$ cat src/source/serial_pkg.sv
`default_nettype none

package serial_pkg;

    // operand word width, one shift register bit per operand bit
    parameter int DEFAULT_WIDTH = 16;

    // cycles from the last serialized bit to the output register
    // one in the ALU register, one into the output register
    parameter int STAGE_LATENCY = 2;

endpackage

`default_nettype wire

$ cat src/source/alu_op_pkg.sv
`default_nettype none

package alu_op_pkg;

    typedef enum logic [2:0] {
        OP_ADD  = 3'd0,
        OP_SUB  = 3'd1,
        OP_XOR  = 3'd2,
        OP_AND  = 3'd3,
        OP_NOT  = 3'd4,  // b is ignored
        OP_OR   = 3'd5,
        OP_NOR  = 3'd6,
        OP_NAND = 3'd7
    } alu_op_t;

    // ops that go through the full adder and carry register
    function automatic logic is_arith(alu_op_t op);
        return (op == OP_ADD) || (op == OP_SUB);
    endfunction

endpackage

`default_nettype wire

$ cat src/source/operand_shifter.sv
`default_nettype none

module operand_shifter #(
    parameter int WIDTH = 16
) (
    input  wire                  clk,
    input  wire                  rst_n,
    input  wire                  in_valid,
    input  alu_op_pkg::alu_op_t  op,
    input  wire [WIDTH-1:0]      a,
    input  wire [WIDTH-1:0]      b,
    input  wire                  stall,
    output logic                 in_ready,
    output logic                 bit_valid,
    output logic                 bit_first,
    output logic                 bit_last,
    output logic                 a_bit,
    output logic                 b_bit,
    output alu_op_pkg::alu_op_t  bit_op
);

    localparam int CNT_W = (WIDTH > 1) ? $clog2(WIDTH) : 1;

    logic                busy;
    logic [CNT_W-1:0]    cnt;
    logic [WIDTH-1:0]    sh_a;
    logic [WIDTH-1:0]    sh_b;
    alu_op_pkg::alu_op_t op_q;
    logic                accept;
    logic                shift;
    logic                cnt_last;

    assign in_ready = ~busy;
    assign accept   = in_valid & ~busy;
    assign shift    = busy & ~stall;
    assign cnt_last = (cnt == CNT_W'(WIDTH - 1));

    always_ff @(posedge clk or negedge rst_n) begin
        if (!rst_n) begin
            busy      <= 1'b0;
            cnt       <= '0;
            bit_valid <= 1'b0;
            bit_first <= 1'b0;
            bit_last  <= 1'b0;
        end else if (!busy) begin
            if (!stall) begin  // last bit taken, nothing new on the line
                bit_valid <= 1'b0;
                bit_first <= 1'b0;
                bit_last  <= 1'b0;
            end
            if (in_valid) begin
                busy <= 1'b1;
                cnt  <= '0;
            end
        end else if (!stall) begin
            bit_valid <= 1'b1;
            bit_first <= (cnt == '0);
            bit_last  <= cnt_last;
            cnt       <= cnt + 1'b1;
            if (cnt_last)
                busy <= 1'b0;  // idle while the last bit goes out
        end
    end

    // operand shift registers, LSB leaves first
    always_ff @(posedge clk) begin
        if (accept) begin
            sh_a <= a;
            sh_b <= b;
            op_q <= op;
        end else if (shift) begin
            sh_a <= sh_a >> 1;
            sh_b <= sh_b >> 1;
        end
    end

    // op travels with each bit so a new request cannot disturb a stalled last bit
    always_ff @(posedge clk) begin
        if (shift) begin
            a_bit  <= sh_a[0];
            b_bit  <= sh_b[0];
            bit_op <= op_q;
        end
    end

    // while idle the only bit on the line is the last one of the finished word
    a_idle_only_last: assert property (
        @(posedge clk) disable iff (!rst_n)
        bit_valid && !busy |-> bit_last
    ) else $error("bit_valid high while idle outside the last bit");

endmodule

`default_nettype wire

$ cat src/source/serial_alu.sv
`default_nettype none

module serial_alu (
    input  wire                  clk,
    input  wire                  rst_n,
    input  wire                  stall,
    input  wire                  bit_valid,
    input  wire                  bit_first,
    input  wire                  bit_last,
    input  wire                  a_bit,
    input  wire                  b_bit,
    input  alu_op_pkg::alu_op_t  bit_op,
    output logic                 res_valid,
    output logic                 res_bit,
    output logic                 res_last,
    output logic                 res_carry,
    output logic                 res_arith
);

    logic carry_q;
    logic sub;
    logic arith;
    logic b_eff;
    logic c_in;
    logic sum;
    logic c_out;
    logic fn;
    logic step;

    assign sub   = (bit_op == alu_op_pkg::OP_SUB);
    assign arith = alu_op_pkg::is_arith(bit_op);
    assign step  = bit_valid & ~stall;

    // subtract is a plus inverted b plus one
    assign b_eff = b_bit ^ sub;
    assign c_in  = bit_first ? sub : carry_q;  // preset on first bit

    assign sum   = a_bit ^ b_eff ^ c_in;
    assign c_out = (a_bit & b_eff) | (c_in & (a_bit ^ b_eff));

    always_comb begin
        case (bit_op)
            alu_op_pkg::OP_ADD,
            alu_op_pkg::OP_SUB:  fn = sum;
            alu_op_pkg::OP_XOR:  fn = a_bit ^ b_bit;
            alu_op_pkg::OP_AND:  fn = a_bit & b_bit;
            alu_op_pkg::OP_NOT:  fn = ~a_bit;
            alu_op_pkg::OP_OR:   fn = a_bit | b_bit;
            alu_op_pkg::OP_NOR:  fn = ~(a_bit | b_bit);
            alu_op_pkg::OP_NAND: fn = ~(a_bit & b_bit);
            default:             fn = 1'b0;
        endcase
    end

    always_ff @(posedge clk or negedge rst_n) begin
        if (!rst_n) begin
            res_valid <= 1'b0;
            res_last  <= 1'b0;
            carry_q   <= 1'b0;
        end else if (!stall) begin
            res_valid <= bit_valid;
            res_last  <= bit_valid & bit_last;
            if (bit_valid)
                carry_q <= c_out;  // carried into the next bit
        end
    end

    always_ff @(posedge clk) begin
        if (step) begin
            res_bit   <= fn;
            res_carry <= c_out;  // only meaningful with res_last
            res_arith <= arith;
        end
    end

    // framing flags from stage 1 never come without a bit
    a_flags_need_valid: assert property (
        @(posedge clk) disable iff (!rst_n)
        (bit_first || bit_last) |-> bit_valid
    ) else $error("bit_first or bit_last without bit_valid");

endmodule

`default_nettype wire

$ cat src/source/result_shifter.sv
`default_nettype none

module result_shifter #(
    parameter int WIDTH = 16
) (
    input  wire              clk,
    input  wire              rst_n,
    input  wire              res_valid,
    input  wire              res_bit,
    input  wire              res_last,
    input  wire              res_carry,
    input  wire              res_arith,
    input  wire              out_ready,
    output logic             stall,
    output logic             out_valid,
    output logic [WIDTH-1:0] result,
    output logic             carry,
    output logic             zero
);

    logic [WIDTH-1:0] asm_q;
    logic [WIDTH-1:0] word;
    logic             take;
    logic             load;

    // last bit joins at the top, earlier bits already sit below it
    assign word = {res_bit, asm_q[WIDTH-1:1]};

    // full output and a finished word waiting behind it
    assign stall = out_valid & ~out_ready & res_valid & res_last;

    assign take = res_valid & ~stall;
    assign load = take & res_last;

    always_ff @(posedge clk) begin
        if (take)
            asm_q <= word;
    end

    always_ff @(posedge clk or negedge rst_n) begin
        if (!rst_n)
            out_valid <= 1'b0;
        else if (load)
            out_valid <= 1'b1;
        else if (out_ready)
            out_valid <= 1'b0;
    end

    always_ff @(posedge clk) begin
        if (load) begin
            result <= word;
            carry  <= res_carry & res_arith;  // logic ops report no carry
            zero   <= ~|word;
        end
    end

    a_hold_stable: assert property (
        @(posedge clk) disable iff (!rst_n)
        out_valid && !out_ready |=>
            out_valid && $stable(result) && $stable(carry) && $stable(zero)
    ) else $error("response changed while waiting for out_ready");

endmodule

`default_nettype wire

$ cat src/source/serial_alu_top.sv
`default_nettype none

module serial_alu_top #(
    parameter int WIDTH = serial_pkg::DEFAULT_WIDTH
) (
    input  wire                  clk,
    input  wire                  rst_n,
    input  wire                  in_valid,
    input  alu_op_pkg::alu_op_t  op,
    input  wire [WIDTH-1:0]      a,
    input  wire [WIDTH-1:0]      b,
    output logic                 in_ready,
    output logic                 out_valid,
    output logic [WIDTH-1:0]     result,
    output logic                 carry,
    output logic                 zero,
    input  wire                  out_ready
);

    // stage 1 to stage 2
    logic                bit_valid;
    logic                bit_first;
    logic                bit_last;
    logic                a_bit;
    logic                b_bit;
    alu_op_pkg::alu_op_t bit_op;

    // stage 2 to stage 3
    logic                res_valid;
    logic                res_bit;
    logic                res_last;
    logic                res_carry;
    logic                res_arith;

    logic                stall;  // back-pressure from the output register

    operand_shifter #(
        .WIDTH(WIDTH)
    ) operand_shifter_inst (
        .clk       (clk),
        .rst_n     (rst_n),
        .in_valid  (in_valid),
        .op        (op),
        .a         (a),
        .b         (b),
        .stall     (stall),
        .in_ready  (in_ready),
        .bit_valid (bit_valid),
        .bit_first (bit_first),
        .bit_last  (bit_last),
        .a_bit     (a_bit),
        .b_bit     (b_bit),
        .bit_op    (bit_op)
    );

    serial_alu serial_alu_inst (
        .clk       (clk),
        .rst_n     (rst_n),
        .stall     (stall),
        .bit_valid (bit_valid),
        .bit_first (bit_first),
        .bit_last  (bit_last),
        .a_bit     (a_bit),
        .b_bit     (b_bit),
        .bit_op    (bit_op),
        .res_valid (res_valid),
        .res_bit   (res_bit),
        .res_last  (res_last),
        .res_carry (res_carry),
        .res_arith (res_arith)
    );

    result_shifter #(
        .WIDTH(WIDTH)
    ) result_shifter_inst (
        .clk       (clk),
        .rst_n     (rst_n),
        .res_valid (res_valid),
        .res_bit   (res_bit),
        .res_last  (res_last),
        .res_carry (res_carry),
        .res_arith (res_arith),
        .out_ready (out_ready),
        .stall     (stall),
        .out_valid (out_valid),
        .result    (result),
        .carry     (carry),
        .zero      (zero)
    );

endmodule

`default_nettype wire

$ cat config.mk
export PLATFORM = sky130hd
export DESIGN_NAME = serial_alu_top
export DESIGN_NICKNAME = d
export VERILOG_FILES = /design/src/source/serial_pkg.sv /design/src/source/alu_op_pkg.sv /design/src/source/operand_shifter.sv /design/src/source/serial_alu.sv /design/src/source/result_shifter.sv /design/src/source/serial_alu_top.sv
export SDC_FILE = /design/constraint.sdc
export NUM_CORES = 1
export LEC_CHECK = 0
export BUFFER_PORTS_ARGS = -buffer_cell sky130_fd_sc_hd__buf_2
export CAP_MARGIN = 30
export CORE_UTILIZATION = 47
export DETAILED_ROUTE_END_ITERATION = 10
export PLACE_DENSITY = 0.76
export SYNTH_ARGS = -nofsm -noshare
export SYNTH_HDL_FRONTEND = slang
export SYNTH_SLANG_ARGS = --single-unit
$ cat constraint.sdc
create_clock -name clk -period 5.14 [get_ports clk]
set_clock_uncertainty 0.1 [all_clocks]
set_input_delay 1.542 -clock clk [delete_from_list [all_inputs] [get_ports clk]]
set_output_delay 1.542 -clock clk [all_outputs]
set_load 0.1 [all_outputs]
# Yosys cells after proc, flatten, opt, wreduce, memory -nomap -nowiden
# Cells that the tools add are included.
# W data, S select, Z words.
word_totals:
  ff_bits: 89
  in_bits: 39
  out_inout_bits: 20
classes:
  add_sub_neg: 1
  n_eq_ne: 9
  reduce_logical: 11
  bitwise: 25
  n_mux: 22
ops:
  columns: ["operator", "n"]
  rows:
  - ["$mux W16", 4]
  - ["$reduce_or A16 Y1", 1]
  - ["$mux W1", 14]
  - ["$and A1 B1 Y1", 13]
  - ["$eq A3 B3 Y1 const B", 4]
  - ["$mux W4", 3]
  - ["$pmux W1 S7", 1]
  - ["$eq A3 B2 Y1 const B", 2]
  - ["$not A1 Y1", 6]
  - ["$reduce_bool A2 Y1", 3]
  - ["$add A4 B1 Y4 const B", 1]
  - ["$eq A4 B4 Y1 const B", 1]
  - ["$logic_not A4 Y1", 1]
  - ["$reduce_and A2 Y1", 2]
  - ["$xor A1 B1 Y1", 4]
  - ["$eq A3 B1 Y1 const B", 1]
  - ["$logic_not A3 Y1", 1]
  - ["$ne A2 B2 Y1 const B", 1]
  - ["$or A1 B1 Y1", 2]
  - ["$reduce_or A2 Y1", 1]
  - ["$logic_not A1 Y1", 1]
  - ["$logic_or A1 B1 Y1", 1]

# Depth between registers and ports, before layout
# Gate-level depths: netlist (run 1).
logic_depth:
  ltp_word: 8
  depth_mapped: 6

# By module
# A second synthesis (run 1) with hierarchy kept.
unflattened:
  cells_unflattened: 252
  hier_area_um2: 3400.8
modules_own_cells:
  columns: ["mod", "area_per_inst_um2", "seq_area_each_um2", "cells_each", "instances"]
  rows:
  - ["operand_shifter", 1974.4, 1401.3, 176, 1]
  - ["result_shifter", 1091.0, 1016.0, 47, 1]
  - ["serial_alu", 335.3, 165.2, 29, 1]

# Worst setup path before layout (run 1)
# Ideal clock, no wire load.
synth_path:
  path_type: "input to register"
  start: "input in_valid"
  end: "register operand_shifter_inst.sh_a[0], enable pin"
  t_arrival_ps: 2599
  path_buffers: 2
  setup_time_ps: 389
  path_slack_ps: 2052
  stages: 4
  required_ps: 4651
  path_cell_list: "nand2b_1 > buf_2 > buf_2 > nand2_1"
synth_between:
  elab_chain_len: 2
synth_rtl:
  columns: ["element", "line", "text"]
  rows:
  - ["start: declaration", "serial_alu_top.sv:8", "input wire in_valid,"]
  - ["$and A1 B1 Y1", "operand_shifter.sv:34", "assign accept = in_valid & ~busy;"]
  - ["$reduce_bool A2 Y1 (no line)", null, null]
  - ["end signal: assignment", "operand_shifter.sv:72", "sh_a <= sh_a >> 1;"]
  - ["end: declaration", "operand_shifter.sv:26", "logic [WIDTH-1:0] sh_a;"]
# No other way between the ends.
# A chain may end at the register's enable or synchronous reset.

# Worst setup path after layout (run 1)
layout_path:
  start: "register operand_shifter_inst.busy"
  end: "output in_ready"
layout_between:
  elab_chain_len: 1
layout_rtl:
  columns: ["element", "line", "text"]
  rows:
  - ["start: declaration", "operand_shifter.sv:24", "logic busy;"]
  - ["start signal: assignment", "operand_shifter.sv:40", "busy <= 1'b0;"]
  - ["start signal: assignment", "operand_shifter.sv:52", "busy <= 1'b1;"]
  - ["start signal: assignment", "operand_shifter.sv:61", "busy <= 1'b0;"]
  - ["$not A1 Y1", "operand_shifter.sv:33", "assign in_ready = ~busy;"]
  - ["end: declaration", "serial_alu_top.sv:12", "output logic in_ready,"]
# No other way between the ends.

==> results of run 1 <==
per-stage QoR:
step | power [mW] | setup slack [ns] | util | instances | area (um^2)
6_report | 2.48 | 2.14 | 0.581 | 416 | 4010
3_3_place_gp | 1.97 | 1.87 | 0.551 | 400 | 3800
4_1_cts | 2.51 | 2.12 | 0.581 | 416 | 4010
2_1_floorplan | 1.84 | 2.05 | - | 250 | 3400
3_5_place_dp | 2.01 | 1.85 | 0.551 | 400 | 3800
5_1_grt | 2.64 | 2.05 | 0.581 | 416 | 4010
state kept, by name, summed over array words and instances (netlist names), 3 cells and up:
name,cells
operand_shifter_inst.sh_a,16
operand_shifter_inst.cnt,4
result_shifter_inst.asm_q,15
operand_shifter_inst.bit_op,3
result_shifter_inst.result,16
operand_shifter_inst.op_q,3
operand_shifter_inst.sh_b,16
layer usage:
metal / vias to the layer above / routed length [um] / GRT usage / part of all wire
li1: 996 / - / - / -
met1: 905 / 2340 / 0.198 / 0.45
met2: 62 / 2490 / 0.256 / 0.48
met3: 7 / 275 / 0.0682 / 0.053
met4: 0 / 61 / 0.0492 / 0.012
met5: - / 0 / 0 / 0
cell usage in the layout (no fill, tap or decap), types with 2 or more instances in the layout:
cell type  instances
nand2_1           99
edfxtp_1          76
buf_2             58
dfrtp_1           12
inv_1             11
clkbuf_8           9
nor2_1             5
o21ai_0            5
and2_1             4
nor4_1             4
ha_1               4
buf_4              3
mux2i_1            2
a21oi_1            2
mux2_2             2
o211ai_1           2
clkinv_4           2
inv_8              2
cell families after synthesis:
kind of cell | count (synthesis) | share of synthesized area
AND/OR/NAND/NOR | 119 | 0.150
flip-flops | 88 | 0.759
buffers and inverters | 18 | 0.0224
AO/OA/AOI/OAI | 12 | 0.0213
multiplexers | 6 | 0.0224
adder cells (fa/ha/maj) | 5 | 0.0206
XOR/XNOR | 2 | 0.00515
power groups by stage:
stage,clock [mW],sequential [mW],combinational [mW]
2_1_floorplan,0,1.47,0.361
3_3_place_gp,0,1.34,0.631
3_5_place_dp,0,1.36,0.654
4_1_cts,0.508,1.34,0.657
5_1_grt,0.536,1.38,0.727
6_report,0.494,1.34,0.649
worst max-delay path, delay by kind of cell, from the launching register on:
kind / cells / cell delay (ns)
flip-flops: 1 / 0.44
buffers and inverters: 2 / 0.57
area by class of cell:
cell class / instances / area, um^2
clock buffers: 9 / 124
well taps: 96 / 120
inverters: 11 / 41.3
flip-flops and latches: 88 / 2580
clock inverters: 7 / 86.3
multi-input cells: 144 / 746
fillers: 581 / 2890
repair buffers: 61 / 313
how the worst min path moves through the flow:
| stage | start | endpoint | slack (ns) | cells past startpoint |
|---|---|---|---|---|
| 4_1_cts | operand_shifter_inst.op_q[0]$_DFFE_PP_ | operand_shifter_inst.bit_op[0]$_DFFE_PP_ | 0.33 | 0 |
| 3_3_place_gp | operand_shifter_inst.sh_b[0]$_DFFE_PP_ | operand_shifter_inst.b_bit$_DFFE_PP_ | 0.30 | 0 |
| 5_1_grt | operand_shifter_inst.op_q[0]$_DFFE_PP_ | operand_shifter_inst.bit_op[0]$_DFFE_PP_ | 0.34 | 0 |
| 3_5_place_dp | operand_shifter_inst.op_q[0]$_DFFE_PP_ | operand_shifter_inst.bit_op[0]$_DFFE_PP_ | 0.31 | 0 |
| 2_1_floorplan | operand_shifter_inst.sh_a[0]$_DFFE_PP_ | operand_shifter_inst.a_bit$_DFFE_PP_ | 0.30 | 0 |
| 6_report | operand_shifter_inst.op_q[0]$_DFFE_PP_ | operand_shifter_inst.bit_op[0]$_DFFE_PP_ | 0.33 | 0 |
==> results.md, run 1 <==
* Net count after synthesis at 294
* Critical path required time at 3.50 ns
* Leading area contributor after synthesis: edfxtp_1
* Crit Path Max Fanout at 5
* FF-to-FF Start: operand_shifter_inst.busy$_DFF_PN0_
* Cell Int Power at 1.61 mW
* Ports at 59
* Chip width at 87.1 um
* Post-synthesis instance total at 250
* Pins Over Slew Limit at 0
* Critical path class: flop to output port
* Max Fclk at 0.334 GHz
* Clock latency on the worst-skew pair at 0.36 ns
* Pre-Repair DR Iteration Count at 4
* Final setup fails at 0
* Yosys top cell area share at 0.670
* PortBufs at 58
* CP endpoint kind: output port
* Post-synth EDFFs at 76
* Count leader, synth: nand2_1
* Unique masters post-synth at 31
* R2R depth at 5
* Vias in the first global route at 1954
* Initial Util at 0.493
* Synth async-reset ratio at 0.136
* Top cells by count, synth: 99 x nand2_1, 76 x edfxtp_1, 12 x dfrtp_1
* Largest stage delay on the critical path at 0.45 ns
* Syn_area_per_cell at 13.6 um^2
* CTS Buffer Depth at 2
* Postcts setup bufs at 0
* Global Route Usage Sum at 0.160
* Warnings from Yosys at 0
* Final hold slack at 0.329 ns
* Row count at 30
* Clk sinks at 88
* Worst Hold Class: flop to flop
* Peak supply drop at 0.000302 V
* H-tree Lvls at 3
* Inserted Clock Buffers at 9
* Comb power frac at 0.262
* Crit path from: operand_shifter_inst.busy$_DFF_PN0_
* Critical path arrival at 1.35 ns
* Worst slew pin tran at 1.01 ns
* Maxcap violations at 0
* Worst path slowest cell: buf_2
* CTS tree: yes
* Post-cts hold buffer count at 0
* Switching Power at 0.869 mW
* Ys flop type: edfxtp_1
* Sequential power share at 0.540
* Placer Congestion at 0.698
* Leak at 1.78 nW
* WL final at 5.16 mm
* Antenna cell count at 0
* Largest net degree at the start of global routing at 37
* Vias per cell at 4.74
* Clk pwr share at 0.199
* # resized after CTS at 0
* Fin crit share at 0.583
* Max_slew headroom at 0.328
* Dpl hpwl at 3.44 mm
* Area growth syn-to-layout at 17.9%
* Final min period at 3.00 ns
* Final #Nets at 359
* Die Y at 87.1 um
* Yosys reg bits at 88
* Worst-path clk slew at 0.09 ns
* Top post-synthesis cells by area: edfxtp_1 67%, nand2_1 11%, dfrtp_1 8.8%
* Crit start category: flop
* Area of the core at 6910 um^2
* Outcome: completed
* Final Hold Fails at 0
* Mapped Area at 3400 um^2
* Clock root cell: clkbuf_8
* TNS Setup at 0 ns
* RSZ-0062 raised after global routing: no
* Pwr per Cell Area at 618 nW/um^2
* Average wire per standard cell at 12.4 um
* Critical R2R Capture: operand_shifter_inst.cnt[1]$_DFFE_PN0P_
* Via count at 1970
* Antenna-violating nets left at 0
* Drc violations at 0
* Sw Ratio at 0.350
* Detailed Route Iter0 Violations at 100
* Fraction of layout cells with a size suffix above 1 at 0.256
* Grt total ovfl at 0
* R2r setup slk at 2.97 ns
* First-pass GRT wire length at 8.93 mm
* CP cell instances: inv_1 -> buf_2
* DIE AREA at 7590 um^2
* Initial antenna violation count at 0
* Setup crit end: in_ready
* Sequential fraction of the synthesis area at 0.759
Note: power is estimated with default switching activity, not from simulation.
==> inputs of run 2 (changes only) <==
clock period = 3 ns   (was 5.14 ns; I/O delays follow)
==> run 2 against run 1 <==
Net effect:
- clock-buffer cell count is the same
- wire length rose by 1.1%
- design area is 0.19% higher
- via count grew 2.3%
- flip-flop and latch count is the same
- non-clock buffer count grew 1
- total power is 72% higher
- die area did not move
- register-to-register slack lost 2.1 ns
- hold slack worse by 0.034 ns
- sequential share of layout area decreased by 0.12 points
==> results.md, run 2 (same netlist as run 1, synthesis figures left out) <==
* Outcome: completed (unchanged)
* Fraction of layout cells with a size suffix above 1 at 0.259 (was 0.256)
* Inserted Clock Buffers at 9 (unchanged)
* H-tree Lvls at 3 (unchanged)
* Cell count after placement at 401 (was 400)
* PortBufs at 58 (unchanged)
* Dpl hpwl at 3.48 mm (was 3.44 mm)
* Area growth syn-to-layout at 18.1% (was 17.9%)
* Area of the core at 6910 um^2 (unchanged)
* Pins Over Slew Limit at 0 (unchanged)
* Pwr per Cell Area at 1060 nW/um^2 (was 618 nW/um^2)
* Average wire per standard cell at 12.5 um (was 12.4 um)
* Postcts setup bufs at 0 (unchanged)
* CP endpoint kind: output port (unchanged)
* RSZ-0062 raised after global routing: no (unchanged)
* Row count at 30 (unchanged)
* R2r setup slk at 0.85 ns (was 2.97 ns)
* CTS Buffer Depth at 2 (unchanged)
* Antenna-violating nets left at 0 (unchanged)
* Clk sinks at 88 (unchanged)
* Most frequent cells in the layout: 99 x nand2_1, 76 x edfxtp_1, 58 x buf_2 (unchanged)
* Peak supply drop at 0.000542 V (was 0.000302 V)
* Final #Nets at 360 (was 359)
* Initial antenna violation count at 0 (unchanged)
* Via count at 2015 (was 1970)
* Regs by FF count: operand_shifter_inst.sh_a x16, operand_shifter_inst.sh_b x16, result_shifter_inst.result x16 (unchanged)
* Detailed Route Iter0 Violations at 78 (was 100)
* WL final at 5.22 mm (was 5.16 mm)
* Pre-CTS WS at 0.708 ns (was 1.85 ns)
* Critical path required time at 2.00 ns (was 3.50 ns)
* Global Route Usage Sum at 0.154 (was 0.160)
* Final Cell Area at 4020 um^2 (was 4010 um^2)
* FF-to-FF Start: operand_shifter_inst.bit_op[1]$_DFFE_PP_ (was operand_shifter_inst.busy$_DFF_PN0_)
* Worst Hold Class: primary input to asynchronous set/reset pin (was flop to flop)
* Antenna cell count at 0 (unchanged)
* Commonest non-fill, non-tap cell in the layout: nand2_1 (unchanged)
* # resized after CTS at 0 (unchanged)
* Vias per cell at 4.83 (was 4.74)
* Initial Util at 0.493 (unchanged)
* Pre-Repair DR Iteration Count at 4 (unchanged)
* Max_slew headroom at 0.548 (was 0.328)
* Fin crit share at 0.783
* Post-cts hold buffer count at 0 (unchanged)
* Final WS setup at 0.650 ns (was 2.14 ns)
* Drc violations at 0 (unchanged)
* CTS tree: yes (unchanged)
* R2R depth at 5 (unchanged)
* Clock root cell: clkbuf_8 (unchanged)
* Die Y at 87.1 um (unchanged)
* Post-route insts no fill at 417 (was 416)
* Chip width at 87.1 um (unchanged)
* Final setup fails at 0 (unchanged)
* Placer Congestion at 0.749 (was 0.698)
* First-pass GRT wire length at 8.63 mm (was 8.93 mm)
* Final Hold Fails at 0 (unchanged)
* Worst-path clk slew at 0.09 ns (about the same)
* Leak at 1.79 nW (was 1.78 nW)
* Crit start category: flop (unchanged)
* Area post-placement at 3810 um^2 (was 3800 um^2)
* Largest net degree at the start of global routing at 37 (unchanged)
* Worst slew pin tran at 0.679 ns (was 1.01 ns)
* Critical R2R Capture: serial_alu_inst.res_bit$_DFFE_PP_ (was operand_shifter_inst.cnt[1]$_DFFE_PN0P_)
* DIE AREA at 7590 um^2 (unchanged)
* Max Fclk at 0.426 GHz
* Grt total ovfl at 0 (unchanged)
* Vias in the first global route at 1942 (was 1954)
* Ports at 59 (unchanged)
* TNS Setup at 0 ns (unchanged)
* Crit Path Max Fanout at 5 (unchanged)
* Critical path class: flop to output port (unchanged)
* Final min period at 2.35 ns
* Clock latency on the worst-skew pair at 0.36 ns (about the same)
* Maxcap violations at 0 (unchanged)
* Critical path arrival at 1.35 ns (about the same)
[run 2: worst max-delay path by stage]
| stage | slack (ns) | depth (start not counted) | startpoint | endpoint |
|---|---|---|---|---|
| finish | 0.65 | 2 | operand_shifter_inst.busy$_DFF_PN0_ | in_ready |
| global route | 0.59 | 2 | operand_shifter_inst.busy$_DFF_PN0_ | in_ready |
| CTS | 0.62 | 2 | operand_shifter_inst.busy$_DFF_PN0_ | in_ready |
| detailed placement | 0.71 | 5 | out_ready | operand_shifter_inst.sh_b[12]$_DFFE_PP_ |
| global placement | 0.76 | 5 | out_ready | operand_shifter_inst.sh_b[12]$_DFFE_PP_ |
| floorplan | 0.47 | 3 | result_shifter_inst.out_valid$_DFFE_PN0P_ | operand_shifter_inst.sh_a[0]$_DFFE_PP_ |
[run 2: stage by stage]
stage | power [mW] | hold WS (ns) | util
finish | 4.26 | 0.295 | 0.582
global route | 4.51 | 0.293 | 0.582
CTS | 4.31 | 0.289 | 0.582
detailed placement | 3.45 | 0.310 | 0.552
global placement | 3.39 | 0.303 | 0.552
floorplan | 3.14 | 0.300 | -
[run 2: per-layer routing]
layer	global-route usage	vias to the layer above	routed length, um	share of wire
met5	0	-	0	0
met4	0.0849	0	106	0.020
met3	0.0493	9	286	0.055
met2	0.242	65	2540	0.49
met1	0.191	948	2290	0.44
li1	-	993	-	-
[run 2: report_power, final]
group | total [mW] | internal [mW] | switching (mW)
clock | 0.846 | 0.402 | 0.444
sequential | 2.30 | 2.04 | 0.257
combinational | 1.12 | 0.326 | 0.797
[run 2: area by class of cell]
| cell class | instances | area [um^2] |
|---|---|---|
| Timing Repair Buffer | 62 | 320 |
| Fill cell | 599 | 2890 |
| Clock buffer | 9 | 124 |
| Sequential cell | 88 | 2580 |
| Tap cell | 96 | 120 |
| Multi-Input combinational cell | 144 | 746 |
| Inverter | 11 | 41.3 |
| Clock inverter | 7 | 86.3 |
[run 2: critical path: stages, from the launching register on]
cell	delay (ns)
dfrtp_1	0.43
inv_1	0.11
buf_2	0.45
